<file path="config.mk">
export PLATFORM = sky130hd
export DESIGN_NAME = gpio_regs
export DESIGN_NICKNAME = d
export VERILOG_FILES = /design/src/hw/soc_pkg.sv /design/src/hw/gpio_regs.sv
export SDC_FILE = /design/constraint.sdc
export NUM_CORES = 1
export LEC_CHECK = 0
export ABC_AREA = 1
export BUFFER_PORTS_ARGS = -buffer_cell sky130_fd_sc_hd__buf_2
export CORE_ASPECT_RATIO = 0.7
export CORE_MARGIN = 4
export CORE_UTILIZATION = 49
export DETAILED_ROUTE_END_ITERATION = 8
export PLACE_DENSITY = 0.79
export SLEW_MARGIN = 30
export SYNTH_ARGS = -nofsm -noshare
export SYNTH_HDL_FRONTEND = slang
export SYNTH_SLANG_ARGS = --single-unit
</file>
<file path="constraint.sdc">
create_clock -name clk -period 1.99 [get_ports clk]
set_input_delay 0.2985 -clock clk [delete_from_list [all_inputs] [get_ports clk]]
set_output_delay 0.2985 -clock clk [all_outputs]
set_load 0.1 [all_outputs]
</file>
<file path="src/hw/soc_pkg.sv">
package soc_pkg;

    // ==============================
    // memory map
    // ==============================

    // region codes, matched against adr[31:28]
    localparam logic [3:0] REGION_DMEM  = 4'h0;
    localparam logic [3:0] REGION_CLINT = 4'h2;
    localparam logic [3:0] REGION_GPIO  = 4'h8;

    // data memory depth in 32-bit words
    localparam int DMEM_WORDS = 256;

    // gpio byte offsets
    localparam logic [3:0] GPIO_OUT_OFS = 4'h0;
    localparam logic [3:0] GPIO_OE_OFS  = 4'h4;
    localparam logic [3:0] GPIO_IN_OFS  = 4'h8;

    // clint byte offsets, 64-bit regs split in two words
    localparam logic [3:0] CLINT_MTIME_LO_OFS = 4'h0;
    localparam logic [3:0] CLINT_MTIME_HI_OFS = 4'h4;
    localparam logic [3:0] CLINT_CMP_LO_OFS   = 4'h8;
    localparam logic [3:0] CLINT_CMP_HI_OFS   = 4'hC;

    // ==============================
    // access sizes (funct3)
    // ==============================

    // stores reuse LB/LH/LW as SB/SH/SW
    localparam logic [2:0] OP_LB  = 3'b000;
    localparam logic [2:0] OP_LH  = 3'b001;
    localparam logic [2:0] OP_LW  = 3'b010;
    localparam logic [2:0] OP_LBU = 3'b100;
    localparam logic [2:0] OP_LHU = 3'b101;

    // ==============================
    // bus types
    // ==============================

    // processor memory port
    typedef struct packed {
        logic [31:0] addr;
        logic [31:0] wdata;
        logic        read;
        logic        write;
        logic [2:0]  op;
    } proc_req_t;

    // master to slave
    typedef struct packed {
        logic [31:0] adr;
        logic [31:0] dat;
        logic [3:0]  sel;
        logic        we;
        logic        cyc;
        logic        stb;
    } wb_req_t;

    // slave to master
    typedef struct packed {
        logic [31:0] dat;
        logic        ack;
        logic        err;
    } wb_rsp_t;

    // merge new bytes into an old word under the byte selects
    function automatic logic [31:0] byte_merge(
        input logic [31:0] old_w,
        input logic [31:0] new_w,
        input logic [3:0]  sel
    );
        logic [31:0] res;
        res = old_w;
        for (int i = 0; i < 4; i++)
        begin
            if (sel[i])
                res[8*i +: 8] = new_w[8*i +: 8];
        end
        return res;
    endfunction

endpackage
</file>
<file path="src/hw/gpio_regs.sv">
`timescale 1ns/1ps

module gpio_regs (
    input  logic             clk,
    input  logic             rst_n_i,
    input  soc_pkg::wb_req_t wb_req_i,
    output soc_pkg::wb_rsp_t wb_rsp_o,
    input  logic [31:0]      gpio_i,
    output logic [31:0]      gpio_o,
    output logic [31:0]      gpio_oe_o
);

    logic [31:0] out_q;
    logic [31:0] oe_q;
    // input synchronizer stages
    logic [31:0] sync1_q;
    logic [31:0] sync2_q;
    logic [31:0] rdat_q;
    logic        ack_q;
    logic        access;
    logic        wr;
    logic [3:0]  ofs;

    assign ofs    = wb_req_i.adr[3:0];
    assign access = wb_req_i.cyc & wb_req_i.stb & ~ack_q;
    assign wr     = access & wb_req_i.we;

    // ==============================
    // control registers
    // ==============================
    always_ff @(posedge clk or negedge rst_n_i)
    begin
        if (!rst_n_i)
        begin
            out_q   <= '0;
            oe_q    <= '0;
            sync1_q <= '0;
            sync2_q <= '0;
            ack_q   <= 1'b0;
        end
        else
        begin
            ack_q   <= access;
            // two flops against metastability
            sync1_q <= gpio_i;
            sync2_q <= sync1_q;
            if (wr && ofs == soc_pkg::GPIO_OUT_OFS)
                out_q <= soc_pkg::byte_merge(out_q, wb_req_i.dat, wb_req_i.sel);
            if (wr && ofs == soc_pkg::GPIO_OE_OFS)
                oe_q <= soc_pkg::byte_merge(oe_q, wb_req_i.dat, wb_req_i.sel);
            // input offset read only
        end
    end

    // read mux, registered with ack
    always_ff @(posedge clk)
    begin
        if (access)
        begin
            case (ofs)
                soc_pkg::GPIO_OUT_OFS: rdat_q <= out_q;
                soc_pkg::GPIO_OE_OFS:  rdat_q <= oe_q;
                soc_pkg::GPIO_IN_OFS:  rdat_q <= sync2_q;
                default:               rdat_q <= '0;
            endcase
        end
    end

    assign gpio_o    = out_q;
    assign gpio_oe_o = oe_q;
    assign wb_rsp_o  = '{dat: rdat_q, ack: ack_q, err: 1'b0};

endmodule

</file>
==> flow_summary.toml <==
[setup_path]
worstPathMaxFanout = 20
r2r_slack_ns = 0.29
endpoint_kind = "register"
crit_type = "reg2reg"
crit_required_ns = 2.29
critPathLaunchType = "register"
arrival_ns = 2.00

[power_and_ir_drop]
power_mw = 8.299
combPwrFrac_pct = 16.8
peakVddDrop_mv = 0.7191
seq_power_share_pct = 44.1
p_clk_share_pct = 39.1
p_sw_share_pct = 31.76
leakage_nw = 4.041
p_int_mw = 5.663
netSwitchingPower_mw = 2.636
p_per_area_nw_per_um2 = 1067

[placement]
gp_congestion = 0.8284
preCtsSetupSlack_ns = 0.2668
dpl-instance-area_um2 = 6890
port-buffer-count = 173
placedCellCount = 847
hpwlAfterDp_um = 10100

[clocking]
cts_resized = 0
worstSkewPairLatency_ns = 0.41
clkSinkCount = 161
htree_levels = 4
clockBufferDepth = 2
cts_tree = "done"
ctsHoldBuffers = 29
post_cts_buffers = 0
cts-root-buf = "clkbuf_16"
clkTransAtPathRegs_ns = 0.07
numCtsBuffers = 17

[timing]
final.setup_skew_ns = 0.009785
hold_violations = 3
setup_viol = 0
tightest_slew_ns = 0.6678
finalSetupTns_ns = 0
slew_violations = 0
hold_ws_ns = -0.01352
fin_crit_ns = 1.701
rsz0062_at_grt = "no"
postLayoutSetupSlackWorst_ns = 0.2895
relSlewSlack_pct = 55.48
timing.final.crit_share_pct = 85.45
fmax_mhz = 588.0

[global_route]
grt_pass1_vias = 4872
grt_max_degree = 130
grt_pass1_wl_um = 25000
antenna_found_initial = 1
track_usage_pct = 22.70
overflow = 0

[finish]
ff_latch_area_um2 = 4189
fill_cells = 822
diodes = 0
syn2layout_area_growth_pct = 33.63
drive_gt1_share_pct = 29.40
multi_input_area_um2 = 1480
final_util_pct = 68.91
design_area_um2 = 7780
final_cells = 908
fin_nets = 847

[floorplan]
core_um2 = 11290
initial_core_util_pct = 51.56
die_y_um = 99.20
dieArea_um2 = 13720
rows = 32
die_x_um = 138.3
pin_count = 203

[routing]
viasPerCell = 5.307
drtIter0Drc = 417
wirelength_um = 15410
remaining_drc_errors = 0
vias = 4819
firstDrtPassIters = 5
wire_per_inst_um = 16.97
detail-route-antenna-nets = 0

[yosys]
ys_seq_area_share_pct = 71.95
ys_ff_latch = 161
synth_warnings = 0
netlist_area_um2 = 5822
syn_area_per_cell_um2 = 10.82
postSynthCellCount = 538
synthDistinctLibCells = 14
syn_nets = 643

[run_status]
status = "finished with violations"
violations = "negative hold slack"

[run]
max_cap_viol_count = 0

[hold_path]
min_path_type = "in2async"
==> layout make-up <==
class                           count  area share [%]
Sequential cell                   161           53.84
Multi-Input combinational cell    340           19.03
Timing Repair Buffer              215           16.63
Clock buffer                       17           5.468
Tap cell                          153           2.461
Clock inverter                     15           2.235
Inverter                            7          0.3377
==> registers in the layout, indices dropped and copies added, names as in the netlist <==
| register | flops |
|---|---|
| sync2_q | 32 |
| gpio_o | 32 |
| rdat_q | 32 |
| gpio_oe_o | 32 |
| ack_q | 1 |
| sync1_q | 32 |
==> synthesized netlist by cell type <==
library cell  instances  area (um2)
conb_1                1       3.750
buf_2                10       50.05
dfrtp_1             129        3228
nand2_1             227       852.1
nand3_1              73       365.4
nand4_1              33       206.5
clkinv_1              1       3.750
clkbuf_1             14       52.55
inv_1                 6       22.52
nor2_2                1       6.260
nor3_2                1       10.01
nor2_1                4       15.01
buf_4                 6       45.04
edfxtp_1             32       960.9
==> placed cells by master, fill, tap and decap left out, types with 2 or more instances in the layout <==
| master | count |
|---|---|
| buf_12 | 3 |
| clkbuf_16 | 17 |
| nor2_1 | 2 |
| nor2_4 | 2 |
| dfrtp_1 | 129 |
| clkinv_4 | 3 |
| bufinv_16 | 2 |
| buf_4 | 11 |
| edfxtp_1 | 32 |
| dlygate4sd3_1 | 29 |
| nand2_1 | 227 |
| inv_1 | 6 |
| inv_6 | 4 |
| buf_2 | 172 |
| nand3_1 | 73 |
| nand4_1 | 33 |
| clkinv_2 | 2 |
| clkinvlp_4 | 2 |
==> critical path, cell delays in order, from the launching register on <==
cell     delay, ns
dfrtp_1       0.37
inv_1         0.07
nand3_1       0.14
nor2_4        0.13
buf_4         0.26
nand3_1       0.36
nand2_1       0.18
nand2_1       0.07
==> cell families after synthesis <==
logic type | share of synthesized area, %
buf+inv | 2.987
flops | 71.95
other cells | 0.06441
simple gates | 24.99
==> per-layer routing <==
layer  vias up  part of all wire, %  GRT usage (%)  wire length, um
li1       2181                    -              -                -
met1      2375                   39          30.11             6007
met2       252                   51          37.59             7804
met3         9                  9.8          6.343             1515
met4         2                 0.43          5.847               67
met5         -                0.084              0               13
==> power by group through the flow <==
stage	registers, mW	clock network [mW]	logic, mW
global route	3.67	3.46	1.46
finish	3.66	3.25	1.40
floorplan	4.54	0	0.168
CTS	3.66	3.28	1.40
global placement	3.71	0	1.33
detailed placement	3.72	0	1.35
==> path summary, 6_finish.rpt <==
path | start | to | cells after the start
max in group asynchronous | rst_n_i | gpio_o[3] | 2
hold / removal | rst_n_i | sync1_q[16] | 2
min in group clk | gpio_i[20] | sync1_q[20] | 1
hold reg to reg | sync1_q[26] | sync2_q[26] | 0
setup reg to reg | ack_q | gpio_o[15] | 7
setup / recovery | ack_q | gpio_o[15] | 7
Note: power is estimated with default switching activity, not from simulation.
