[config.mk]
export PLATFORM = sky130hd
export DESIGN_NAME = wb_addr_decoder
export DESIGN_NICKNAME = d
export VERILOG_FILES = /design/src/hw/soc_pkg.sv /design/src/hw/wb_addr_decoder.sv
export SDC_FILE = /design/constraint.sdc
export NUM_CORES = 1
export LEC_CHECK = 0
export BUFFER_PORTS_ARGS = -buffer_cell sky130_fd_sc_hd__buf_2
export CAP_MARGIN = 20
export CORE_AREA = 2 2 163 165
export CTS_BUF_LIST = sky130_fd_sc_hd__clkbuf_2
export DETAILED_ROUTE_END_ITERATION = 8
export DIE_AREA = 0 0 165 167
export SLEW_MARGIN = 20
export SYNTH_ARGS = -nofsm -noshare
export SYNTH_HDL_FRONTEND = slang
export SYNTH_SLANG_ARGS = --single-unit
[constraint.sdc]
create_clock -name clk -period 1.8 [get_ports clk]
set_input_delay 0 -clock clk [delete_from_list [all_inputs] [get_ports clk]]
set_output_delay 0 -clock clk [all_outputs]
set_load 0.01 [all_outputs]
[src/hw/soc_pkg.sv]
package soc_pkg;

    // ==============================
    // memory map
    // ==============================

    // region codes, matched against adr[31:28]
    localparam logic [3:0] REGION_DMEM  = 4'h0;
    localparam logic [3:0] REGION_CLINT = 4'h2;
    localparam logic [3:0] REGION_GPIO  = 4'h8;

    // data memory depth in 32-bit words
    localparam int DMEM_WORDS = 256;

    // gpio byte offsets
    localparam logic [3:0] GPIO_OUT_OFS = 4'h0;
    localparam logic [3:0] GPIO_OE_OFS  = 4'h4;
    localparam logic [3:0] GPIO_IN_OFS  = 4'h8;

    // clint byte offsets, 64-bit regs split in two words
    localparam logic [3:0] CLINT_MTIME_LO_OFS = 4'h0;
    localparam logic [3:0] CLINT_MTIME_HI_OFS = 4'h4;
    localparam logic [3:0] CLINT_CMP_LO_OFS   = 4'h8;
    localparam logic [3:0] CLINT_CMP_HI_OFS   = 4'hC;

    // ==============================
    // access sizes (funct3)
    // ==============================

    // stores reuse LB/LH/LW as SB/SH/SW
    localparam logic [2:0] OP_LB  = 3'b000;
    localparam logic [2:0] OP_LH  = 3'b001;
    localparam logic [2:0] OP_LW  = 3'b010;
    localparam logic [2:0] OP_LBU = 3'b100;
    localparam logic [2:0] OP_LHU = 3'b101;

    // ==============================
    // bus types
    // ==============================

    // processor memory port
    typedef struct packed {
        logic [31:0] addr;
        logic [31:0] wdata;
        logic        read;
        logic        write;
        logic [2:0]  op;
    } proc_req_t;

    // master to slave
    typedef struct packed {
        logic [31:0] adr;
        logic [31:0] dat;
        logic [3:0]  sel;
        logic        we;
        logic        cyc;
        logic        stb;
    } wb_req_t;

    // slave to master
    typedef struct packed {
        logic [31:0] dat;
        logic        ack;
        logic        err;
    } wb_rsp_t;

    // merge new bytes into an old word under the byte selects
    function automatic logic [31:0] byte_merge(
        input logic [31:0] old_w,
        input logic [31:0] new_w,
        input logic [3:0]  sel
    );
        logic [31:0] res;
        res = old_w;
        for (int i = 0; i < 4; i++)
        begin
            if (sel[i])
                res[8*i +: 8] = new_w[8*i +: 8];
        end
        return res;
    endfunction

endpackage
[src/hw/wb_addr_decoder.sv]
`timescale 1ns/1ps

module wb_addr_decoder (
    input  logic             clk,
    input  logic             rst_n_i,
    input  soc_pkg::wb_req_t wb_req_i,
    output soc_pkg::wb_rsp_t wb_rsp_o,
    output soc_pkg::wb_req_t dmem_req_o,
    output soc_pkg::wb_req_t clint_req_o,
    output soc_pkg::wb_req_t gpio_req_o,
    input  soc_pkg::wb_rsp_t dmem_rsp_i,
    input  soc_pkg::wb_rsp_t clint_rsp_i,
    input  soc_pkg::wb_rsp_t gpio_rsp_i
);

    logic [3:0]       region;
    logic             hit_dmem;
    logic             hit_clint;
    logic             hit_gpio;
    logic             hit_any;
    logic             unmapped_err_q;
    soc_pkg::wb_rsp_t sel_rsp;

    // region from the top nibble
    assign region    = wb_req_i.adr[31:28];
    assign hit_dmem  = (region == soc_pkg::REGION_DMEM);
    assign hit_clint = (region == soc_pkg::REGION_CLINT);
    assign hit_gpio  = (region == soc_pkg::REGION_GPIO);
    assign hit_any   = hit_dmem | hit_clint | hit_gpio;

    // ==============================
    // request fan-out
    // ==============================
    always_comb
    begin
        // every slave sees the request, only the hit gets stb
        dmem_req_o      = wb_req_i;
        clint_req_o     = wb_req_i;
        gpio_req_o      = wb_req_i;
        dmem_req_o.stb  = wb_req_i.stb & hit_dmem;
        clint_req_o.stb = wb_req_i.stb & hit_clint;
        gpio_req_o.stb  = wb_req_i.stb & hit_gpio;
    end

    // ==============================
    // response mux
    // ==============================
    always_comb
    begin
        // unmapped returns zero data
        sel_rsp = '0;
        if (hit_dmem)
            sel_rsp = dmem_rsp_i;
        else if (hit_clint)
            sel_rsp = clint_rsp_i;
        else if (hit_gpio)
            sel_rsp = gpio_rsp_i;
    end

    // unmapped strobe answered one clock later, like a slave ack
    // self-clearing so it lasts one cycle
    always_ff @(posedge clk or negedge rst_n_i)
    begin
        if (!rst_n_i)
            unmapped_err_q <= 1'b0;
        else
            unmapped_err_q <= wb_req_i.cyc & wb_req_i.stb & ~hit_any & ~unmapped_err_q;
    end

    assign wb_rsp_o = '{
        dat: sel_rsp.dat,
        ack: sel_rsp.ack,
        err: sel_rsp.err | unmapped_err_q
    };

endmodule

==> impl_metrics.py <==
metrics = {
    "timing": {
        "hold_slack_ps": 0.007011,
        "fmax_mhz": 774.7,
        "finalSetupViolations": 0,
        "slew_headroom_pct": 62.31,
        "finalHoldViolCount": 0,
        "slew_violations": 0,
        "period_share_pct": 71.71,
        "fin_crit_ps": 1291,
        "rsz0062_at_grt": "false",
        "setup_tns_ps": 0,
        "finClkSkew_ps": 0,
        "tightestPinTransition_ps": 565.3,
    },
    "cells_and_area": {
        "final_cell_mix": "buf_2 (159), a211oi_2 (59), nor2b_1 (34), nand2b_1 (33), buf_4 (10)",
        "largest_reg_flops": 1,
        "multi_input_area_um2": 1280,
        "nets": 496,
        "top_register": "unmapped_err_q",
        "top_regs": "unmapped_err_q: 1 flops",
        "drive_gt1_share_pct": 72.41,
        "final_common_cell": "buf_2",
        "seq_area_um2": 25.02,
        "final.fill_count": 3005,
        "antenna_cells_inserted": 0,
        "syn2layout_area_growth_pct": -13.31,
    },
    "min_path": {
        "holdPathEnd": "dmem_req_o[49]",
        "min_from": "wb_req_i[49]",
        "hold_depth": 0,
        "hold_path_class": "in2out",
    },
    "place": {
        "numPortBuffers": 161,
        "gp_congestion": 0.5992,
        "dp_hpwl_um": 7251,
    },
    "synth": {
        "synth.mux.area_fraction_pct": 0,
        "synthAdderAreaFrac_pct": 0,
        "yosysSeqAreaShare_pct": 0.8190,
        "synth_top_family_by_area": "buffers and inverters",
        "yosys.area_share.simple_pct": 15.11,
        "synth_nets": 555,
        "yosys_warnings": 0,
        "synth_compound_area_share_pct": 26.78,
        "synth.distinct_cells": 22,
        "netlist_instances": 380,
        "synth-xor-area-share_pct": 0,
        "netlist_area_um2": 3055,
        "ys_seq_elements": 1,
        "syn-mean-instance-area_um2": 8.041,
    },
    "route": {
        "dr.pass1.iters": 2,
        "dr.first_iter.drc_count": 36,
        "wl_per_cell_um": 13.11,
        "drc": 0,
        "wirelength_um": 8577,
        "vias": 2065,
        "antenna_left": 0,
        "vias_per_cell": 3.157,
    },
    "clocking": {
        "post_cts_buffers": 0,
        "cts_resized": 0,
        "clk_latency_ps": 0,
        "cts.clk_slew.worst_paths_ps": 0,
    },
    "die": {
        "core_um2": 25760,
        "die-area_um2": 27560,
        "die_w_um": 165,
        "row_count": 59,
        "io_pins": 422,
        "start_util_pct": 11.86,
        "die_h_um": 167,
    },
    "worst_setup_path": {
        "cp_max_fo": 21,
        "end_kind": "register",
        "crit_required_ps": 1670,
        "r2r_setup_slack_ps": 1110,
        "rr_worst_depth": 1,
        "path_class": "in2reg",
        "rr_startpoint": "unmapped_err_q",
        "worstPathArrival_ps": 1160,
        "start_kind": "input port",
        "r2r_end": "unmapped_err_q",
    },
    "pwr": {
        "vdd_drop_max_uv": 112.3,
        "p_leak_uw": 0.001069,
        "power_density_nw_per_um2": 198.6,
    },
    "grt": {
        "grt_pass1_vias": 1983,
        "overflow": 0,
        "grt_usage_pct": 5.450,
        "antenna_found_initial": 1,
        "grt_max_degree": 39,
        "grt_pass1_wl_um": 11390,
    },
    "run_status": {
        "outcome": "finished clean",
    },
    "job": {
        "cap_violations": 0,
    },
}
-- worst max-delay path, cell delays in order --
cell     delay, ps
buf_2          120
or2_2          510
buf_12         260
a21oi_1        150
nor3_1          70
-- final cells by class --
class | instances | share of cell area [%]
inverter | 1 | 0.1417
timing repair buffer | 172 | 34.77
tap | 335 | 15.82
multi-input combinational | 145 | 48.32
sequential | 1 | 0.9447
-- what timing repair did --
action                                 4_1_cts  5_1_grt
hold buffers                                 1        0
setup endpoints to repair                    0        0
endpoints found under the hold margin        1        0
-- cells in the mapped netlist --
| library cell | n | area [um^2] |
|---|---|---|
| buf_4 | 210 | 1577 |
| a211oi_2 | 59 | 738.2 |
| nor2b_1 | 34 | 212.7 |
| nand2b_1 | 33 | 206.5 |
| buf_2 | 14 | 70.07 |
| a211oi_1 | 7 | 52.55 |
| buf_6 | 3 | 33.78 |
| buf_12 | 2 | 40.04 |
| clkbuf_1 | 2 | 7.510 |
| nand2_1 | 2 | 7.510 |
| nor3_1 | 2 | 10.01 |
| nor3b_1 | 2 | 15.01 |
| a211o_1 | 1 | 8.760 |
| a21oi_1 | 1 | 5.000 |
| a31o_1 | 1 | 8.760 |
| buf_1 | 1 | 3.750 |
| buf_8 | 1 | 15.01 |
| dfrtp_1 | 1 | 25.02 |
| inv_1 | 1 | 3.750 |
| nor2_1 | 1 | 3.750 |
| o21ai_1 | 1 | 5.000 |
| or2_1 | 1 | 6.260 |
-- worst max-delay path by stage --
stage / cells past startpoint / start / slack [ps] / to
floorplan: 4 / wb_req_i[67] / 1020 / wb_rsp_o[10]
global placement: 5 / wb_req_i[67] / 470 / unmapped_err_q
detailed placement: 5 / wb_req_i[69] / 440 / unmapped_err_q
CTS: 5 / wb_req_i[69] / 440 / unmapped_err_q
global route: 6 / wb_req_i[70] / 350 / wb_rsp_o[11]
finish: 5 / wb_req_i[67] / 510 / unmapped_err_q
-- report_power, final --
part | switching [uW] | leakage [uW] | internal (uW)
clock network | 0 | 0 | 0
logic | 260 | 0.00106 | 241
registers | 1.52 | 0.0000133 | 24.2
-- layer usage --
| layer | up-vias | routed length, um | track usage, % |
|---|---|---|---|
| met3 | 71 | 1154 | 2.316 |
| li1 | 927 | - | - |
| met4 | 2 | 631 | 3.894 |
| met5 | - | 13 | 0 |
| met2 | 185 | 3801 | 9.203 |
| met1 | 880 | 2975 | 5.297 |
-- stage by stage --
| stage | total power [uW] | worst slack, ps | cells | instance area (um^2) | util (%) |
|---|---|---|---|---|---|
| CTS | 540.6 | 440.9 | 654 | 2649 | 10.28 |
| floorplan | 784.2 | 1021 | 380 | 3055 | - |
| global placement | 527.7 | 475.0 | 653 | 2639 | 10.24 |
| finish | 525.9 | 509.2 | 654 | 2649 | 10.28 |
| detailed placement | 537.3 | 438.6 | 653 | 2639 | 10.24 |
| global route | 582.9 | 350.0 | 654 | 2649 | 10.28 |
-- cells by family after synthesis --
kind of cell | count (synthesis)
buf+inv | 234
simple gates | 75
compound gates | 70
flops | 1
Power figures use the tool's default switching activity.
