### config.mk
export PLATFORM = sky130hd
export DESIGN_NAME = clint_timer
export DESIGN_NICKNAME = d
export VERILOG_FILES = /design/src/hw/soc_pkg.sv /design/src/hw/clint_timer.sv
export SDC_FILE = /design/constraint.sdc
export NUM_CORES = 1
export LEC_CHECK = 0
export ABC_AREA = 1
export ABC_CLOCK_PERIOD_IN_PS = 3470
export BUFFER_PORTS_ARGS = -buffer_cell sky130_fd_sc_hd__buf_2
export CAP_MARGIN = 5
export CORE_MARGIN = 2
export CORE_UTILIZATION = 51
export DETAILED_ROUTE_END_ITERATION = 8
export PLACE_DENSITY = 0.7
export SLEW_MARGIN = 20
export SYNTH_ARGS = -nofsm -noshare
export SYNTH_HDL_FRONTEND = slang
export SYNTH_SLANG_ARGS = --single-unit
### constraint.sdc
create_clock -name clk -period 3.47 [get_ports clk]
set_input_delay 0.1735 -clock clk [delete_from_list [all_inputs] [get_ports clk]]
set_output_delay 0.1735 -clock clk [all_outputs]
set_load 0.01 [all_outputs]
### src/hw/soc_pkg.sv
package soc_pkg;

    // ==============================
    // memory map
    // ==============================

    // region codes, matched against adr[31:28]
    localparam logic [3:0] REGION_DMEM  = 4'h0;
    localparam logic [3:0] REGION_CLINT = 4'h2;
    localparam logic [3:0] REGION_GPIO  = 4'h8;

    // data memory depth in 32-bit words
    localparam int DMEM_WORDS = 256;

    // gpio byte offsets
    localparam logic [3:0] GPIO_OUT_OFS = 4'h0;
    localparam logic [3:0] GPIO_OE_OFS  = 4'h4;
    localparam logic [3:0] GPIO_IN_OFS  = 4'h8;

    // clint byte offsets, 64-bit regs split in two words
    localparam logic [3:0] CLINT_MTIME_LO_OFS = 4'h0;
    localparam logic [3:0] CLINT_MTIME_HI_OFS = 4'h4;
    localparam logic [3:0] CLINT_CMP_LO_OFS   = 4'h8;
    localparam logic [3:0] CLINT_CMP_HI_OFS   = 4'hC;

    // ==============================
    // access sizes (funct3)
    // ==============================

    // stores reuse LB/LH/LW as SB/SH/SW
    localparam logic [2:0] OP_LB  = 3'b000;
    localparam logic [2:0] OP_LH  = 3'b001;
    localparam logic [2:0] OP_LW  = 3'b010;
    localparam logic [2:0] OP_LBU = 3'b100;
    localparam logic [2:0] OP_LHU = 3'b101;

    // ==============================
    // bus types
    // ==============================

    // processor memory port
    typedef struct packed {
        logic [31:0] addr;
        logic [31:0] wdata;
        logic        read;
        logic        write;
        logic [2:0]  op;
    } proc_req_t;

    // master to slave
    typedef struct packed {
        logic [31:0] adr;
        logic [31:0] dat;
        logic [3:0]  sel;
        logic        we;
        logic        cyc;
        logic        stb;
    } wb_req_t;

    // slave to master
    typedef struct packed {
        logic [31:0] dat;
        logic        ack;
        logic        err;
    } wb_rsp_t;

    // merge new bytes into an old word under the byte selects
    function automatic logic [31:0] byte_merge(
        input logic [31:0] old_w,
        input logic [31:0] new_w,
        input logic [3:0]  sel
    );
        logic [31:0] res;
        res = old_w;
        for (int i = 0; i < 4; i++)
        begin
            if (sel[i])
                res[8*i +: 8] = new_w[8*i +: 8];
        end
        return res;
    endfunction

endpackage
### src/hw/clint_timer.sv
`timescale 1ns/1ps

module clint_timer (
    input  logic             clk,
    input  logic             rst_n_i,
    input  soc_pkg::wb_req_t wb_req_i,
    output soc_pkg::wb_rsp_t wb_rsp_o,
    output logic             timer_irq_o
);

    logic [63:0] mtime_q;
    logic [63:0] mtimecmp_q;
    logic [31:0] rdat_q;
    logic        ack_q;
    logic        access;
    logic        wr;
    logic [3:0]  ofs;

    assign ofs    = wb_req_i.adr[3:0];
    assign access = wb_req_i.cyc & wb_req_i.stb & ~ack_q;
    assign wr     = access & wb_req_i.we;

    // ==============================
    // mtime and mtimecmp
    // ==============================
    always_ff @(posedge clk or negedge rst_n_i)
    begin
        if (!rst_n_i)
        begin
            mtime_q    <= '0;
            // all ones keeps the irq low out of reset
            mtimecmp_q <= '1;
            ack_q      <= 1'b0;
        end
        else
        begin
            ack_q <= access;
            // a write to either half replaces the increment
            if (wr && ofs == soc_pkg::CLINT_MTIME_LO_OFS)
                mtime_q[31:0] <= soc_pkg::byte_merge(mtime_q[31:0], wb_req_i.dat,
                                                     wb_req_i.sel);
            else if (wr && ofs == soc_pkg::CLINT_MTIME_HI_OFS)
                mtime_q[63:32] <= soc_pkg::byte_merge(mtime_q[63:32], wb_req_i.dat,
                                                      wb_req_i.sel);
            else
                mtime_q <= mtime_q + 64'd1;
            if (wr && ofs == soc_pkg::CLINT_CMP_LO_OFS)
                mtimecmp_q[31:0] <= soc_pkg::byte_merge(mtimecmp_q[31:0], wb_req_i.dat,
                                                        wb_req_i.sel);
            if (wr && ofs == soc_pkg::CLINT_CMP_HI_OFS)
                mtimecmp_q[63:32] <= soc_pkg::byte_merge(mtimecmp_q[63:32], wb_req_i.dat,
                                                         wb_req_i.sel);
        end
    end

    // word read, sampled with the strobe
    always_ff @(posedge clk)
    begin
        if (access)
        begin
            case (ofs)
                soc_pkg::CLINT_MTIME_LO_OFS: rdat_q <= mtime_q[31:0];
                soc_pkg::CLINT_MTIME_HI_OFS: rdat_q <= mtime_q[63:32];
                soc_pkg::CLINT_CMP_LO_OFS:   rdat_q <= mtimecmp_q[31:0];
                soc_pkg::CLINT_CMP_HI_OFS:   rdat_q <= mtimecmp_q[63:32];
                default:                     rdat_q <= '0;
            endcase
        end
    end

    // level interrupt, straight from the compare
    assign timer_irq_o = (mtime_q >= mtimecmp_q);
    assign wb_rsp_o    = '{dat: rdat_q, ack: ack_q, err: 1'b0};

endmodule

==> key figures <==
STA
  • Final Hold Viols: 0
  • Fin. max-slew vios: 0
  • Min Clock Period, post-route: 2800 ps
  • Worst Clk Skew: 15.9 ps
  • Worst setup margin: 665 ps
  • Slew @ Worst Pin: 1110 ps
  • Slew headroom: 0.255
  • FMAX: 0.357 GHz
  • Setup violators final: 0
  • Final period util: 0.808
  • RSZ-0062 raised after global routing: no
  • TNS Setup: 0 ps

CTS
  • # hold bufs at CTS: 13
  • Post-CTS setup buffers: 0
  • Clock-pin slew of the registers on the worst-case setup and hold paths: 70 ps
  • CTS Buffer Depth: 2
  • Clk Latency, worst-skew pair: 450 ps
  • Cts bufs inserted: 17
  • PostCTS Resize Cnt: 0
  • Total number of H-tree levels: 4
  • CTS tree: done
  • CTS root buf: clkbuf_16
  • CTS sink count: 161

Critical path
  • Worst R2R End: mtime_q[61]$_DFFE_PN0P_
  • Worst stage delay on the critical path: 540 ps
  • Cells on worst reg2reg path: 9
  • Critical Path RT: 3840 ps
  • R2r startpoint: ack_q$_DFF_PN0_
  • Worst Setup SP: ack_q$_DFF_PN0_
  • Data arrival, critical path: 3180 ps
  • R2R setup slack: 670 ps
  • Critical path startpoint category: flop
  • CP max FO: 11
  • Crit-path slowest cell: o21ai_1
  • Most frequent CP cell: nand2_1
  • Worst Path Buf+Inv: 3
  • Worst Setup End Kind: flop
  • Crit-path cells: nor2_4 > nand2_1 > inv_1 > nand2_1 > inv_1 > o21ai_1 > inv_1 > nand2_1 > nand2_1
  • Crit path kind: flop to flop
  • CP top delay family: buffers and inverters

Die
  • DIE HEIGHT: 151 µm
  • Die width: 151 µm
  • Initial Util: 0.520
  • Core Region: 21100 µm²
  • Die area: 22700 µm²
  • # rows: 53
  • IO Count: 108

Route
  • Drt first pass iters: 5
  • Vias: 10.9k
  • DRC: 0
  • Wire length per cell: 19.6 µm
  • WL met1: 17400 µm
  • Routed Antenna Nets: 0
  • Top routing layer in use: met5
  • Met2 wire length: 17300 µm
  • DR vias/cell: 5.55
  • DRT iter0 DRCs: 1007
  • Met3 routed WL: 2570 µm
  • Final WL: 38400 µm

Synth
  • Synth Area per Inst: 6.96 µm²
  • Synth Flop Type: dfrtp_1
  • Yosys reg bits: 161
  • Post-Synthesis Cells: 1574
  • Largest family of logic cells by synthesized area: simple AND/OR/NAND/NOR gates
  • Syn Nets: 1712
  • Largest area contributor in the netlist: nand2_1
  • Synth Area in Adders: 0.0742
  • Asr flop ratio synth: 0.801
  • Mapped Area: 11000 µm²
  • Register area share after synthesis: 0.390
  • Simple-gate share of the synthesized area: 0.282
  • Share of the synthesized area in the top cell type: 0.161
  • Post-synthesis xor/xnor area fraction: 0.00879
  • Yosys cell types: 35
  • Synth Area in Compound Gates: 0.141
  • Post-synth EDFFs: 32
  • YS warnings: 0
  • Post-synthesis mux area share: 0
  • Area contributors post-synth: nand2_1, dfstp_2, dfrtp_1

Global route
  • Largest net degree at the start of global routing: 73
  • Overflow after GRT: 0
  • GRT Util Overall: 0.352
  • Vias in the first global route: 10.5k
  • Initial antenna violation count: 1
  • Global-route wire length before repair: 59300 µm

Status
  • Outcome: completed

Worst hold path
  • Hold EP: mtimecmp_q[44]$_DFFE_PN1P_
  • Min-Delay Path Depth: 3
  • Min-Delay Path Class: input port to flop
  • HP Start: wb_req_i[19]

Power
  • Flop pwr share: 0.418
  • Total power draw: 6700 µW
  • Clock group share of total power: 0.293
  • Sw frac: 0.397
  • Pwr Density: 539 nW/µm²
  • Leakage: 0.00568 µW
  • Comb power frac: 0.289
  • Worst VDD drop: 0.293 mV
  • Psw: 2660 µW
  • Internal power: 4040 µW

Place
  • Dpl hpwl: 28900 µm
  • Setup WS pre-CTS: 853 ps
  • Placer Congestion: 1.02
  • IO Port Bufs: 78

Final layout
  • Area Growth Syn to Fin: 13.3%
  • Final core area utilization: 0.589
  • Fill cell count: 2051
  • Share of cells above drive strength 1: 0.122
  • Nets: 1803

Run
  • Number of max-cap violations: 0
[worst max path at each step]
stage / endpoint / slack, ps / cells past startpoint
global route: mtime_q[61]$_DFFE_PN0P_ / 450 / 9
finish: mtime_q[61]$_DFFE_PN0P_ / 670 / 9
floorplan: mtime_q[41]$_DFFE_PN0P_ / 430 / 11
detailed placement: mtime_q[61]$_DFFE_PN0P_ / 850 / 9
global placement: mtime_q[58]$_DFFE_PN0P_ / 910 / 9
CTS: timer_irq_o / 770 / 11
[worst register-to-register path: cells and delay by family (launching register included)]
kind	cells	cell delay (ps)
AO/OA/AOI/OAI	1	540
buffers and inverters	3	1200
flip-flops	1	410
AND/OR/NAND/NOR	5	580
[sequential cells by signal (all words and copies together) (netlist names)]
| name | flops |
|---|---|
| ack_q | 1 |
| mtimecmp_q | 64 |
| rdat_q | 32 |
| mtime_q | 64 |
[cells by family (layout without fill, tap and decap cells)]
group / after synthesis / count (layout)
other: 1 / 2
AO/OA/AOI/OAI: 273 / 273
adder cells (fa/ha/maj): 65 / 65
XOR/XNOR: 11 / 11
buffers and inverters: 297 / 401
flip-flops: 161 / 161
AND/OR/NAND/NOR: 766 / 766
[layout by cell type (no fill, tap or decap), types with 2 or more instances in the layout]
master,count
edfxtp_1,32
dlygate4sd3_1,13
dfstp_2,64
o21ai_1,13
o211ai_1,4
nand4_1,20
nor4_1,2
nor2_4,2
o221ai_1,18
o2111ai_1,14
inv_1,253
a21oi_1,57
inv_8,2
buf_4,19
clkbuf_16,18
inv_6,7
xnor2_1,5
clkinv_1,2
nand2_1,470
o21a_1,2
nor2_2,5
o22ai_1,23
buf_2,77
a22oi_1,2
xor2_1,6
dfrtp_1,65
inv_2,4
ha_1,65
nand3_1,96
o21ai_0,138
nor3_1,11
nor2_1,158
[cell usage after synthesis, types with 4 or more instances]
library cell,n
nor2_1,159
a21oi_1,57
nor2_2,5
nand3_1,96
o211ai_1,4
nor3_1,11
inv_2,4
o22ai_1,23
edfxtp_1,32
o2111ai_1,14
ha_1,65
o21ai_1,13
nand2_1,470
xnor2_1,5
nand4_1,20
clkbuf_1,23
dfstp_2,64
inv_1,253
dfrtp_1,65
xor2_1,6
o221ai_1,18
o21ai_0,138
buf_2,9
[stage by stage]
step	cells	area (µm²)	hold slack, ps
2_1_floorplan	1574	11000	-122
3_3_place_gp	1908	11700	304
3_5_place_dp	1908	11700	311
4_1_cts	1953	12400	1.16
5_1_grt	1953	12400	27.9
6_report	1954	12400	12.2
[metal layers]
metal | vias up | track usage
li1 | 5300 | -
met2 | 420 | 0.554
met1 | 5061 | 0.495
met3 | 70 | 0.0515
met5 | - | 0
met4 | 2 | 0.126
[power groups by stage]
stage | clock network [µW] | registers [µW] | logic [µW]
finish | 1960 | 2800 | 1930
global route | 2050 | 2840 | 2230
CTS | 1970 | 2780 | 1920
detailed placement | 0 | 2810 | 1880
global placement | 0 | 2800 | 1830
floorplan | 0 | 2610 | 1380
[layout make-up]
class | instances | area [µm²] | share of cell area
diodes | 1 | 2.50 | 0.000202
repair buffers | 110 | 678 | 0.0546
inverters | 259 | 972 | 0.0783
clock inverters | 13 | 135 | 0.0109
flip-flops and latches | 161 | 4270 | 0.344
clock buffers | 19 | 454 | 0.0366
well taps | 275 | 344 | 0.0277
multi-input cells | 1116 | 5560 | 0.448
Power figures use the tool's default switching activity.
