==> src/hw/soc_pkg.sv <==
package soc_pkg;

    // ==============================
    // memory map
    // ==============================

    // region codes, matched against adr[31:28]
    localparam logic [3:0] REGION_DMEM  = 4'h0;
    localparam logic [3:0] REGION_CLINT = 4'h2;
    localparam logic [3:0] REGION_GPIO  = 4'h8;

    // data memory depth in 32-bit words
    localparam int DMEM_WORDS = 256;

    // gpio byte offsets
    localparam logic [3:0] GPIO_OUT_OFS = 4'h0;
    localparam logic [3:0] GPIO_OE_OFS  = 4'h4;
    localparam logic [3:0] GPIO_IN_OFS  = 4'h8;

    // clint byte offsets, 64-bit regs split in two words
    localparam logic [3:0] CLINT_MTIME_LO_OFS = 4'h0;
    localparam logic [3:0] CLINT_MTIME_HI_OFS = 4'h4;
    localparam logic [3:0] CLINT_CMP_LO_OFS   = 4'h8;
    localparam logic [3:0] CLINT_CMP_HI_OFS   = 4'hC;

    // ==============================
    // access sizes (funct3)
    // ==============================

    // stores reuse LB/LH/LW as SB/SH/SW
    localparam logic [2:0] OP_LB  = 3'b000;
    localparam logic [2:0] OP_LH  = 3'b001;
    localparam logic [2:0] OP_LW  = 3'b010;
    localparam logic [2:0] OP_LBU = 3'b100;
    localparam logic [2:0] OP_LHU = 3'b101;

    // ==============================
    // bus types
    // ==============================

    // processor memory port
    typedef struct packed {
        logic [31:0] addr;
        logic [31:0] wdata;
        logic        read;
        logic        write;
        logic [2:0]  op;
    } proc_req_t;

    // master to slave
    typedef struct packed {
        logic [31:0] adr;
        logic [31:0] dat;
        logic [3:0]  sel;
        logic        we;
        logic        cyc;
        logic        stb;
    } wb_req_t;

    // slave to master
    typedef struct packed {
        logic [31:0] dat;
        logic        ack;
        logic        err;
    } wb_rsp_t;

    // merge new bytes into an old word under the byte selects
    function automatic logic [31:0] byte_merge(
        input logic [31:0] old_w,
        input logic [31:0] new_w,
        input logic [3:0]  sel
    );
        logic [31:0] res;
        res = old_w;
        for (int i = 0; i < 4; i++)
        begin
            if (sel[i])
                res[8*i +: 8] = new_w[8*i +: 8];
        end
        return res;
    endfunction

endpackage
==> src/hw/wb_master_bridge.sv <==
`timescale 1ns/1ps

module wb_master_bridge (
    input  logic               clk,
    input  logic               rst_n_i,
    input  soc_pkg::proc_req_t proc_req_i,
    output logic [31:0]        proc_rdata_o,
    output logic               proc_stall_o,
    output logic               bus_err_o,
    output soc_pkg::wb_req_t   wb_req_o,
    input  soc_pkg::wb_rsp_t   wb_rsp_i
);

    // bus state
    logic        busy_q;
    logic        done_q;
    logic        err_q;
    logic [31:0] rdata_q;
    // request decode
    logic        req_valid;
    logic        bus_end;
    logic [1:0]  ofs;
    logic [3:0]  lane_sel;
    logic [31:0] lane_data;
    // load path
    logic [31:0] shifted;
    logic [31:0] load_data;

    assign req_valid = proc_req_i.read | proc_req_i.write;
    // cycle ends on either termination
    assign bus_end   = busy_q & (wb_rsp_i.ack | wb_rsp_i.err);
    assign ofs       = proc_req_i.addr[1:0];

    // ==============================
    // store lanes
    // ==============================
    always_comb
    begin
        case (proc_req_i.op)
            soc_pkg::OP_LB, soc_pkg::OP_LBU:
            begin
                // one lane, byte copied to all four
                lane_sel  = 4'b0001 << ofs;
                lane_data = {4{proc_req_i.wdata[7:0]}};
            end
            soc_pkg::OP_LH, soc_pkg::OP_LHU:
            begin
                // upper or lower half
                lane_sel  = 4'b0011 << {ofs[1], 1'b0};
                lane_data = {2{proc_req_i.wdata[15:0]}};
            end
            default:
            begin
                lane_sel  = 4'b1111;
                lane_data = proc_req_i.wdata;
            end
        endcase
    end

    // ==============================
    // load alignment
    // ==============================
    // addressed byte moved down to bit 0
    assign shifted = wb_rsp_i.dat >> {ofs, 3'b000};

    always_comb
    begin
        case (proc_req_i.op)
            soc_pkg::OP_LB:  load_data = {{24{shifted[7]}}, shifted[7:0]};
            soc_pkg::OP_LH:  load_data = {{16{shifted[15]}}, shifted[15:0]};
            soc_pkg::OP_LBU: load_data = {24'b0, shifted[7:0]};
            soc_pkg::OP_LHU: load_data = {16'b0, shifted[15:0]};
            default:         load_data = wb_rsp_i.dat;
        endcase
    end

    // busy from the edge after the request until ack/err
    // done blocks a restart in the cycle stall falls
    always_ff @(posedge clk or negedge rst_n_i)
    begin
        if (!rst_n_i)
        begin
            busy_q <= 1'b0;
            done_q <= 1'b0;
            err_q  <= 1'b0;
        end
        else
        begin
            done_q <= bus_end;
            err_q  <= bus_end & wb_rsp_i.err;
            if (bus_end)
                busy_q <= 1'b0;
            else if (req_valid && !done_q)
                busy_q <= 1'b1;
        end
    end

    // read data captured on the ending edge, zero on error
    always_ff @(posedge clk)
    begin
        if (bus_end)
            rdata_q <= wb_rsp_i.err ? 32'h0 : load_data;
    end

    // stall from the request itself, released by done
    assign proc_stall_o = req_valid & ~done_q;
    assign proc_rdata_o = rdata_q;
    assign bus_err_o    = err_q;

    // request fields straight from the held processor port
    assign wb_req_o = '{
        adr: {proc_req_i.addr[31:2], 2'b00},
        dat: lane_data,
        sel: lane_sel,
        we:  proc_req_i.write,
        cyc: busy_q,
        stb: busy_q
    };

endmodule

==> config.mk <==
export PLATFORM = sky130hd
export DESIGN_NAME = wb_master_bridge
export DESIGN_NICKNAME = d
export VERILOG_FILES = /design/src/hw/soc_pkg.sv /design/src/hw/wb_master_bridge.sv
export SDC_FILE = /design/constraint.sdc
export NUM_CORES = 1
export LEC_CHECK = 0
export ABC_AREA = 1
export BUFFER_PORTS_ARGS = -buffer_cell sky130_fd_sc_hd__buf_2
export CAP_MARGIN = 20
export CORE_MARGIN = 4
export CORE_UTILIZATION = 41
export DETAILED_ROUTE_END_ITERATION = 12
export MAX_ROUTING_LAYER = met4
export PLACE_DENSITY = 0.9
export SETUP_SLACK_MARGIN = 0.15
export SLEW_MARGIN = 20
export SYNTH_ARGS = -nofsm -noshare
export SYNTH_HDL_FRONTEND = slang
export SYNTH_SLANG_ARGS = --single-unit
==> constraint.sdc <==
create_clock -name clk -period 2.19 [get_ports clk]
set_input_delay 0.3285 -clock clk [delete_from_list [all_inputs] [get_ports clk]]
set_output_delay 0.3285 -clock clk [all_outputs]
set_load 0.02 [all_outputs]
==> impl_results.md, run 1 <==
- Internal Pwr Total: 1.64 mW
- Pwr Density: between 700 and 800 mW/mm^2
- Placed instance count: 553
- Largest family of logic cells by synthesized area: simple AND/OR/NAND/NOR gates
- GRT Total Usage: 22.3%
- Routed Antenna Nets: 0
- Compound-gate portion of the synthesized area: 12.9%
- Worst hold path type: in -> reg
- Leading area contributor after synthesis: edfxtp_1
- Crit. End Element: primary output
- Register area share after synthesis: 37.0%
- Hold path startpoint: wb_rsp_i[1]
- Clock Skew: slightly below 7 ps
- Comb power frac: 38.2%
- Max-Cap Viols: 0
- Clock power frac: 22.9%
- H-tree depth: 2
- Clk sinks: 35
- Max FO, Critical Path: 13
- CTS Buf Count: 5
- CTS tree: done
- Later-pin clock latency in the skew report: a little under 300 ps
- Area contributors post-synth: edfxtp_1, nand2_1, buf_4, o21ai_0, inv_1
- Synth Warn #: 0
- WS Path Type: in -> out
- Hold path depth: 3
- Crit path time final: ~1800 ps
- Core area: 0.00649 sq mm
- Finished Layout Cells: 562
- Drt first-iter violations: 260
- Final #Nets: 589
- Crit Reg-Reg Endpoint: proc_rdata_o[1]
- Largest net degree at the start of global routing: 35
- Root Driver: clkbuf_8
- Mapped Avg Cell Area: 7.30 sq um
- Area delta synth->final: 20.0%
- Peak supply drop: 0.000286 V
- Die ar.: 0.00822 sq mm
- Flop pwr share: 38.9%
- Sw power: 0.993 mW
- Ys async rst share: between 8 and 9%
- GP Congestion: 0.886
- CP required: 1860 ps
- Worst-case clock buffer depth: 2
- Setup crit start kind: input pin
- Cells on worst reg2reg path: 3
- Share of cells above drive strength 1: 38.4%
- Syn Inst Count: 384
- Slew Viols, Final: 0
- Most common cell in the netlist: nand2_1
- Average vias per placed instance: slightly above 5
- Routed Wire Length: 9160 um
- First drt pass iteration count: 5
- Max Clock Freq: 0.543 GHz
- Post-synthesis mux area share: 0%
- Adder-Cell Fraction of Synth Area: 0%
- Post-CTS Setup Inserts: 0
- Global route total overflow: 0
- Initial antenna violation count: 0
- Fin crit share: 84.1%
- Worst EP arrival: approximately 1500 ps
- Net Sw Frac: 37.7%
- Number of global-route vias before repair: 2835
- First-pass GRT wire length: 14300 um
- Synth top area share: 34.3%
- Top Ports: 210
- Final-report setup violation count: 0
- Post-synth EDFFs: 32
- Final hold violations: 0
- Die height: 90.7 um
- Initial core utilization: between 40% and 50%
- Synth top cells by count: nand2_1, buf_4, inv_1, o21ai_0, edfxtp_1
- Post-synthesis cell type count: 25
- # DRC: 0
- Std-Cell Rows: 29
- Tot Pwr: 2.64 mW
- Input/output buffers: about 150
- Clock slew at reported path FFs: 70 ps
- Via Count: 2844
- Average routed wire per standard cell: around 16 um
- XOR/XNOR share of the synthesized area: 0%
- Most common flop cell mapped by yosys: edfxtp_1
- Hold endpoint: bus_err_o
- Mapped Area: 0.00280 sq mm
- Antenna Cells: 0
- Relative slew slack: 56.7%
- Worst r2r src: busy_q
- P_leak: between 1.5 and 2 nW
- HPWL Detailed: 7390 um
- R2R setup slack: 860 ps
- RSZ-0062 raised after global routing: false
- Worst-Margin Slew: 649 ps
- DIE WIDTH: 90.7 um
- Simple-gate share of the synthesized area: between 20% and 30%
- Status: finished clean
- Synth Register Bits: 35
- Setup_tns: 0 ps
## worst max path at each step
stage                    to  slack, ps     startpoint  depth (start not counted)
6_report       wb_req_o[22]        350  proc_req_i[0]                          7
5_1_grt        wb_req_o[17]        220  proc_req_i[0]                          7
4_1_cts        wb_req_o[22]        330  proc_req_i[0]                          7
3_5_place_dp   wb_req_o[22]        330  proc_req_i[0]                          7
3_3_place_gp   wb_req_o[22]        350  proc_req_i[0]                          7
2_1_floorplan  wb_req_o[16]        500  proc_req_i[1]                          6
## power by group through the flow
| stage | Sequential, mW | Combinational (mW) | Clock (mW) |
|---|---|---|---|
| 2_1_floorplan | 1.26 | 0.520 | 0 |
| 3_3_place_gp | 1.04 | 0.996 | 0 |
| 3_5_place_dp | 1.04 | 1.02 | 0 |
| 4_1_cts | 1.03 | 1.02 | 0.612 |
| 5_1_grt | 1.04 | 1.09 | 0.650 |
| 6_report | 1.02 | 1.01 | 0.605 |
## through the flow
step	area, sq um	hold WS [ps]	worst slack (ps)	utilization, %
2_1_floorplan	2810	32.9	505	-
3_3_place_gp	3230	127	353	49.8
3_5_place_dp	3230	132	329	49.8
4_1_cts	3360	349	329	51.7
5_1_grt	3360	354	219	51.7
6_report	3360	343	348	51.7
## state kept, by name, summed over array words and instances, names as in the netlist
name	flops
proc_rdata_o	32
done_q	1
bus_err_o	1
busy_q	1
## placed cells by master (no fill, tap or decap), types with 2 or more instances in the layout
cell type / instances
a21oi_1: 23
buf_2: 147
buf_4: 6
clkbuf_8: 6
clkinv_2: 2
conb_1: 2
dfrtp_1: 3
edfxtp_1: 32
inv_1: 41
inv_2: 2
nand2_1: 111
nand2_2: 5
nand3_1: 17
nand3_2: 12
nor2_1: 24
o211ai_1: 5
o21ai_0: 40
## metal layers
layer  global-route usage (%)  share of wire (%)  vias to the layer above
met1                     22.0                 34                     1285
met3                     7.42                 11                       13
met4                     5.87                1.6                        0
met5                        -                  0                        -
li1                         -                  -                     1382
met2                     41.6                 54                      164
## worst max-delay path, cell delays in order
cell and delay, ps:
buf_2 130, inv_2 170, nand2_2 140, inv_1 290
nand2_1 120, o21ai_0 120, buf_2 210
## kinds of logic (layout without fill, tap and decap cells)
family,count (synthesis),after routing
simple gates,172,172
buf+inv,107,207
compound gates,69,69
flops,35,35
other cells,1,2
## timing repair
action,4_1_cts,5_1_grt
endpoints found under the hold margin,3,0
gates resized for setup,0,0
hold buffers,1,0
## area by class of cell
| class | count | area, sq um |
|---|---|---|
| fill | 641 | 3130 |
| clock buffer | 6 | 82.6 |
| sequential | 35 | 1040 |
| multi-input combinational | 243 | 1150 |
| tap | 77 | 96.3 |
| inverter | 45 | 173 |
| timing repair buffer | 154 | 791 |
| clock inverter | 2 | 35.0 |
No activity file was read; power rests on OpenSTA's default activity.
==> run 2, diff against run 1 <==
clock period = 1.8 ns   (was 2.19 ns; I/O delays follow)
==> run 2 against run 1 <==
  * Sequential power up 22%
  * First-iteration DRC count is 19% lower
  * Clock power grew 22%
  * Combinational power increased by 22%
  * Routed wire length decreased by 0.85%
  * Flip-flop and latch count unchanged
  * Register-to-register slack worse by 370 ps
  * Critical path type unchanged
  * Critical endpoint is now wb_req_o[21]
  * Highest routed layer unchanged
==> impl_results.md, run 2 (synthesis gave the netlist of run 1 again) <==
- GRT Total Usage: 21.8% (-0.48 points)
- Met3 Usage GRT: 6.50% (-0.92 points)
- Global route total overflow: 0 (unchanged)
- Crit. End Element: primary output
- Crit path time final: 1600 ps
- Largest net degree at the start of global routing: 35 (unchanged)
- Worst EP arrival: 1330 ps (-180 ps)
- Slowest cell on crit path: o21ai_0
- WS Path Type: in -> out
- Share of cells above drive strength 1: 39.1% (+0.71 points)
- GR Util met1: 20.6% (-1.4 points)
- # fillers: 611 (-4.7%)
- Number of flip-flops under the largest register name: 32 (unchanged)
- Place WS: 168 ps (-161 ps)
- Final #Nets: 593 (+0.68%)
- Initial antenna violation count: 0 (unchanged)
- Input/output buffers: 147 (unchanged)
- Die height: 90.7 um (unchanged)
- Final-report setup violation count: 0 (unchanged)
- HPWL Detailed: 7310 um (-1.1%)
- First drt pass iteration count: 5 (unchanged)
- Via Count: 2933 (+3.1%)
- Max FO, Critical Path: 7 (-6)
- Setup crit start kind: input pin
- H-tree depth: 2 (unchanged)
- GP Congestion: 0.931 (+5.0%)
- CP top delay family: buffers and inverters
- # DRC: 0 (unchanged)
- CTS Buf Count: 5 (unchanged)
- Routed Wire Length: 9080 um (-0.85%)
- CP cell instances: buf_2 -> clkinv_2 -> nand2_2 -> clkinvlp_4 -> o21ai_0 -> buf_2
- Slew Viols, Final: 0 (unchanged)
- Die ar.: 0.00822 sq mm (unchanged)
- Max-Cap Viols: 0 (unchanged)
- Max Clock Freq: 0.627 GHz
- Peak supply drop: 0.000447 V (+56%)
- Top Usage Layer GRT: met2
- Worst-case clock buffer depth: 2 (unchanged)
- Worst setup margin: 204 ps (-144 ps)
- Later-pin clock latency in the skew report: 290 ps (about the same)
- Final hold violations: 0 (unchanged)
- Clock slew at reported path FFs: 70 ps (about the same)
- Highest-count cells in the layout ignoring fill and taps: buf_2, nand2_1, inv_1, o21ai_0, edfxtp_1
- Std-Cell Rows: 29 (unchanged)
- Setup_tns: 0 ps (unchanged)
- Worst hold path type: in -> async
- Root Driver: clkbuf_8
- GR Layer Usage met2: 41.4% (-0.19 points)
- Area delta synth->final: 21.2%
- First-pass GRT wire length: 14000 um (-2.3%)
- Core area: 0.00649 sq mm (unchanged)
- Drt first-iter violations: 211 (-19%)
- Number of global-route vias before repair: 2851 (+0.56%)
- DIE WIDTH: 90.7 um (unchanged)
- Status: finished clean
- Routed Antenna Nets: 0 (unchanged)
- Clock Skew: 4.61 ps (-2.34 ps)
- Top Ports: 210 (unchanged)
- CTS tree: done
- CP required: 1530 ps (-330 ps)
- RSZ-0062 raised after global routing: true
- Crit path buf inv count: 4 (unchanged)
- P_leak: 1.91 nW (+0.30%)
- Most common cell after layout, fill and taps aside: buf_2
- Antenna Cells: 0 (unchanged)
- CP max stage delay: 230 ps (-60 ps)
- Pwr Density: 946 mW/mm^2 (+21%)
- Most frequent CP cell: buf_2
- Average vias per placed instance: 5.18 (+2.4%)
- Fin crit share: 88.6%
- Average routed wire per standard cell: 16.0 um (-1.6%)
- Initial core utilization: 43.1% (unchanged)
- Clk sinks: 35 (unchanged)
run 2: changes by cell type in the layout (fill, tap and decap cells not counted), sizes merged:
cell	previous run	this run
clkinvlp	0	2
buf	153	156
inv	44	43
run 2: worst reg2reg max path, delay by kind of cell, from the launching register on:
| family | cells | cell delay [ps] |
|---|---|---|
| buffers and inverters | 2 | 450 |
| DFF | 1 | 380 |
| AOI/OAI and AO/OA | 1 | 130 |
run 2: per-stage QoR:
stage	power [mW]	hold slack [ps]	util [%]	instance area [sq um]	instances
6_report	3.21	305	52.3	3390	566
5_1_grt	3.37	316	52.3	3390	566
4_1_cts	3.22	299	52.1	3380	565
3_5_place_dp	2.50	71.8	50.1	3260	556
3_3_place_gp	2.47	69.7	50.1	3260	556
2_1_floorplan	2.16	-25.6	-	2810	385
run 2: power breakdown:
part           total [mW]  switching (mW)  internal [mW]  leakage (nW)
clock network       0.736           0.288          0.448        0.0612
registers            1.24          0.0586           1.18         0.353
logic                1.23           0.860          0.374          1.50
total                3.21            1.21           2.00          1.91
run 2: path summary, 6_finish.rpt:
path                       depth (start not counted)                to          start  slack [ps]
max in group asynchronous                          2         bus_err_o        rst_n_i        1390
max                                                6      wb_req_o[21]  proc_req_i[1]         200
min in group clk                                   3         bus_err_o    wb_rsp_i[1]         310
min reg2reg                                        3            busy_q         done_q         540
min                                                2            done_q        rst_n_i         310
max reg2reg                                        3  proc_rdata_o[12]         busy_q         490
run 2: layer usage:
layer / vias up / share of wire, %
met1: 1295 / 32
met5: - / 0
li1: 1392 / -
met4: 0 / 2.9
met3: 33 / 12
met2: 213 / 53
run 2: layout make-up:
type	instances	area, sq um	area share, %
Inverter	45	176	5.20
Tap cell	77	96.3	2.84
Timing Repair inverter	1	7.51	0.221
Sequential cell	35	1040	30.5
Clock inverter	2	35.0	1.03
Multi-Input combinational cell	243	1150	33.8
Timing Repair Buffer	157	813	24.0
Clock buffer	6	82.6	2.43
run 2: repair_timing:
action / CTS / global route
gates resized for setup: 0 / 3
endpoints found under the setup margin: 0 / 10
hold buffers: 1 / 0
endpoints found under the hold margin: 3 / 0
setup buffers: 0 / 0
==> run 3, diff against run 2 <==
ABC_AREA = default   (was 1)
==> run 3 against run 2 <==
  * Setup slack improved by 9.8 ps
  * Cell area increased by 0.37%
  * Fmax increased by 0.62%
  * Critical endpoint is now wb_req_o[6]
==> impl_results.md, run 3 <==
- Area contributors post-synth: edfxtp_1, mux2_2, buf_4, o31ai_1, nand2_1
- Routed Antenna Nets: 0 (unchanged)
- Std-Cell Rows: 29 (unchanged)
- Drt first-iter violations: 255 (+21%)
- Max Clock Freq: 0.631 GHz (+0.62%)
- Via Count: 2496 (-15%)
- Worst hold path type: in -> reg
- Antenna Cells: 0 (unchanged)
- Global route total overflow: 0 (unchanged)
- Highest-count cells in the layout ignoring fill and taps: buf_2, edfxtp_1, mux2_2, nand2_1, o31ai_1
- Root Driver: clkbuf_8
- Tot Pwr: 2.76 mW (-14%)
- GRT Total Usage: 21.6% (-0.23 points)
- Largest net degree at the start of global routing: 26 (-26%)
- R2R setup slack: 510 ps (+20 ps)
- Top Ports: 210 (unchanged)
- Core area: 0.00642 sq mm (-1.1%)
- Worst setup margin: 214 ps (+9.80 ps)
- Final-report setup violation count: 0 (unchanged)
- Setup crit start kind: input pin
- Clock Skew: 7.03 ps (+2.42 ps)
- Number of flip-flops under the largest register name: 32 (unchanged)
- Die height: 89.7 um (-1.1%)
- Synth Warn #: 0 (unchanged)
- Number of global-route vias before repair: 2366 (-17%)
- Share of cells above drive strength 1: 56.6% (+18 points)
- Hold path startpoint: wb_rsp_i[21]
- Relative slew slack: 60.6%
- First-pass GRT wire length: 12500 um (-11%)
- Post-route cell area: 0.00341 sq mm (+0.37%)
- Slowest cell on crit path: buf_2
- First drt pass iteration count: 4 (-1)
- Synth top cells by count: buf_4, edfxtp_1, mux2_2, nand2_1, o31ai_1
- Crit Reg-Reg Endpoint: proc_rdata_o[23]
- Worst r2r src: busy_q
- DIE WIDTH: 89.7 um (-1.1%)
- Post-synthesis cell type count: 35 (+40%)
- Multi-input gate area: 0.00125 sq mm (+8.8%)
- CP top delay family: buffers and inverters
- Ys async rst share: 8.57% (unchanged)
- Pwr Density: 809 mW/mm^2 (-14%)
- Register area: 0.00104 sq mm (unchanged)
- # DRC: 0 (unchanged)
- Crit. End Element: primary output
- Register area share after synthesis: 37.9% (+0.88 points)
- Most common cell after layout, fill and taps aside: buf_2
- GP Congestion: 0.878 (-5.6%)
- Slew Viols, Final: 0 (unchanged)
- Peak supply drop: 0.000293 V (-34%)
- Crit path buf inv count: 4 (unchanged)
- Place WS: -77.3 ps (-246 ps)
- H-tree depth: 2 (unchanged)
- Fin crit share: 88.1% (-0.54 points)
- Area delta synth->final: 24.5%
- Average vias per placed instance: 5.55 (+7.0%)
- WS Path Type: in -> out
- Max-Cap Viols: 0 (unchanged)
- Most common cell in the netlist: buf_4
- Die ar.: 0.00805 sq mm (-2.1%)
- RSZ-0062 raised after global routing: true
- Later-pin clock latency in the skew report: 290 ps (about the same)
- Average routed wire per standard cell: 20.1 um (+25%)
- HPWL Detailed: 7330 um (+0.34%)
- Hold endpoint: proc_rdata_o[19]
- # fillers: 572 (-6.4%)
- CP max stage delay: 240 ps (about the same)
- CP required: 1530 ps (about the same)
- Cells on worst reg2reg path: 2 (-1)
- Worst-case clock buffer depth: 2 (unchanged)
- Worst-Margin Slew: 589 ps
- Most frequent CP cell: buf_2
- Max FO, Critical Path: 12 (+5)
- Status: finished clean
- Clk sinks: 35 (unchanged)
- Crit path time final: 1590 ps (-9.80 ps)
- Input/output buffers: 147 (unchanged)
- Synth top area share: 35.1% (+0.82 points)
- CTS tree: done
- Syn Inst Count: 265 (-31%)
- Area after DPL: 0.00327 sq mm (+0.31%)
- CP cell instances: buf_2 -> clkinv_1 -> buf_4 -> o21ai_0 -> buf_2
- P_leak: 1.53 nW (-20%)
- Post-synth EDFFs: 32 (unchanged)
- CTS Buf Count: 5 (unchanged)
- Most common flop cell mapped by yosys: edfxtp_1
- Synth Register Bits: 35 (unchanged)
- Initial antenna violation count: 0 (unchanged)
- Leading area contributor after synthesis: edfxtp_1
- Hold path depth: 3
- Final #Nets: 477 (-20%)
- Mapped Area: 0.00274 sq mm (-2.3%)
- Mapped Avg Cell Area: 10.3 sq um (+42%)
- Final hold violations: 0 (unchanged)
- Routed Wire Length: 9050 um (-0.42%)
- Worst hold margin: 306 ps (+0.853 ps)
- Initial core utilization: 42.6% (-0.53 points)
- Clock slew at reported path FFs: 70 ps (about the same)
- Worst EP arrival: 1320 ps (about the same)
- Util after Layout: 53.0% (+0.79 points)
[run 3: cell types whose count changed after synthesis, moves of 16 or more]
cell and change:
inv_1 -31, nand3_1 -17, o31ai_1 +16, mux2_2 +31, a21oi_1 -22, o21ai_0 -28
nand2_1 -85
[run 3: layout make-up]
cell class | count | area share, %
Clock buffer | 8 | 2.94
Sequential cell | 35 | 30.4
Timing Repair Buffer | 161 | 26.0
Inverter | 11 | 1.21
Multi-Input combinational cell | 158 | 36.7
Tap cell | 77 | 2.83
[run 3: kinds of logic (layout without fill, tap and decap cells)]
kind of cell,Yosys count,count (layout),share of synthesized area [%]
buffers and inverters,73,180,17.2
other,1,2,0.137
DFF,35,35,37.9
muxes,43,43,18.0
and+or+nand+nor,50,50,8.32
AOI/OAI and AO/OA,63,63,18.5
[run 3: per-layer routing]
layer | GRT usage [%] | up-vias | wire [um]
met5 | - | - | 0
met4 | 8.53 | 0 | 265
met3 | 5.75 | 22 | 904
met1 | 21.6 | 1142 | 3040
li1 | - | 1155 | -
met2 | 39.6 | 177 | 4840
[run 3: timing repair]
item                                    in CTS  in global routing
resized for setup                            1                  2
hold endpoints to repair                     3                  0
endpoints found under the setup margin       8                 10
pin swaps                                    0                  1
hold buffers                                 1                  0
setup buffers                                0                  1
[run 3: worst reg2reg max path: stages (launching register included)]
cell	delay [ps]
dfrtp_1	400
nor2b_4	350
buf_12	230
[run 3: stage by stage]
| stage | setup TNS [ps] | std cells |
|---|---|---|
| floorplan | 0 | 266 |
| detailed placement | -666 | 440 |
| global route | 0 | 450 |
| CTS | 0 | 449 |
| finish | 0 | 450 |
| global placement | 0 | 440 |
[run 3: worst max-delay path by stage]
stage / cells past startpoint / startpoint / slack [ps] / end
global placement: 4 / proc_req_i[37] / 40 / proc_rdata_o[30]
floorplan: 3 / wb_rsp_i[0] / 230 / proc_rdata_o[0]
finish: 5 / proc_req_i[38] / 210 / wb_req_o[6]
global route: 5 / proc_req_i[1] / 140 / wb_req_o[4]
detailed placement: 4 / proc_req_i[37] / -80 / proc_rdata_o[30]
CTS: 5 / proc_req_i[1] / 130 / wb_req_o[4]
[run 3: power by group]
part / switching, mW / internal [mW]
clock network: 0.273 / 0.349
logic: 0.646 / 0.381
registers: 0.0390 / 1.07
total: 0.958 / 1.80
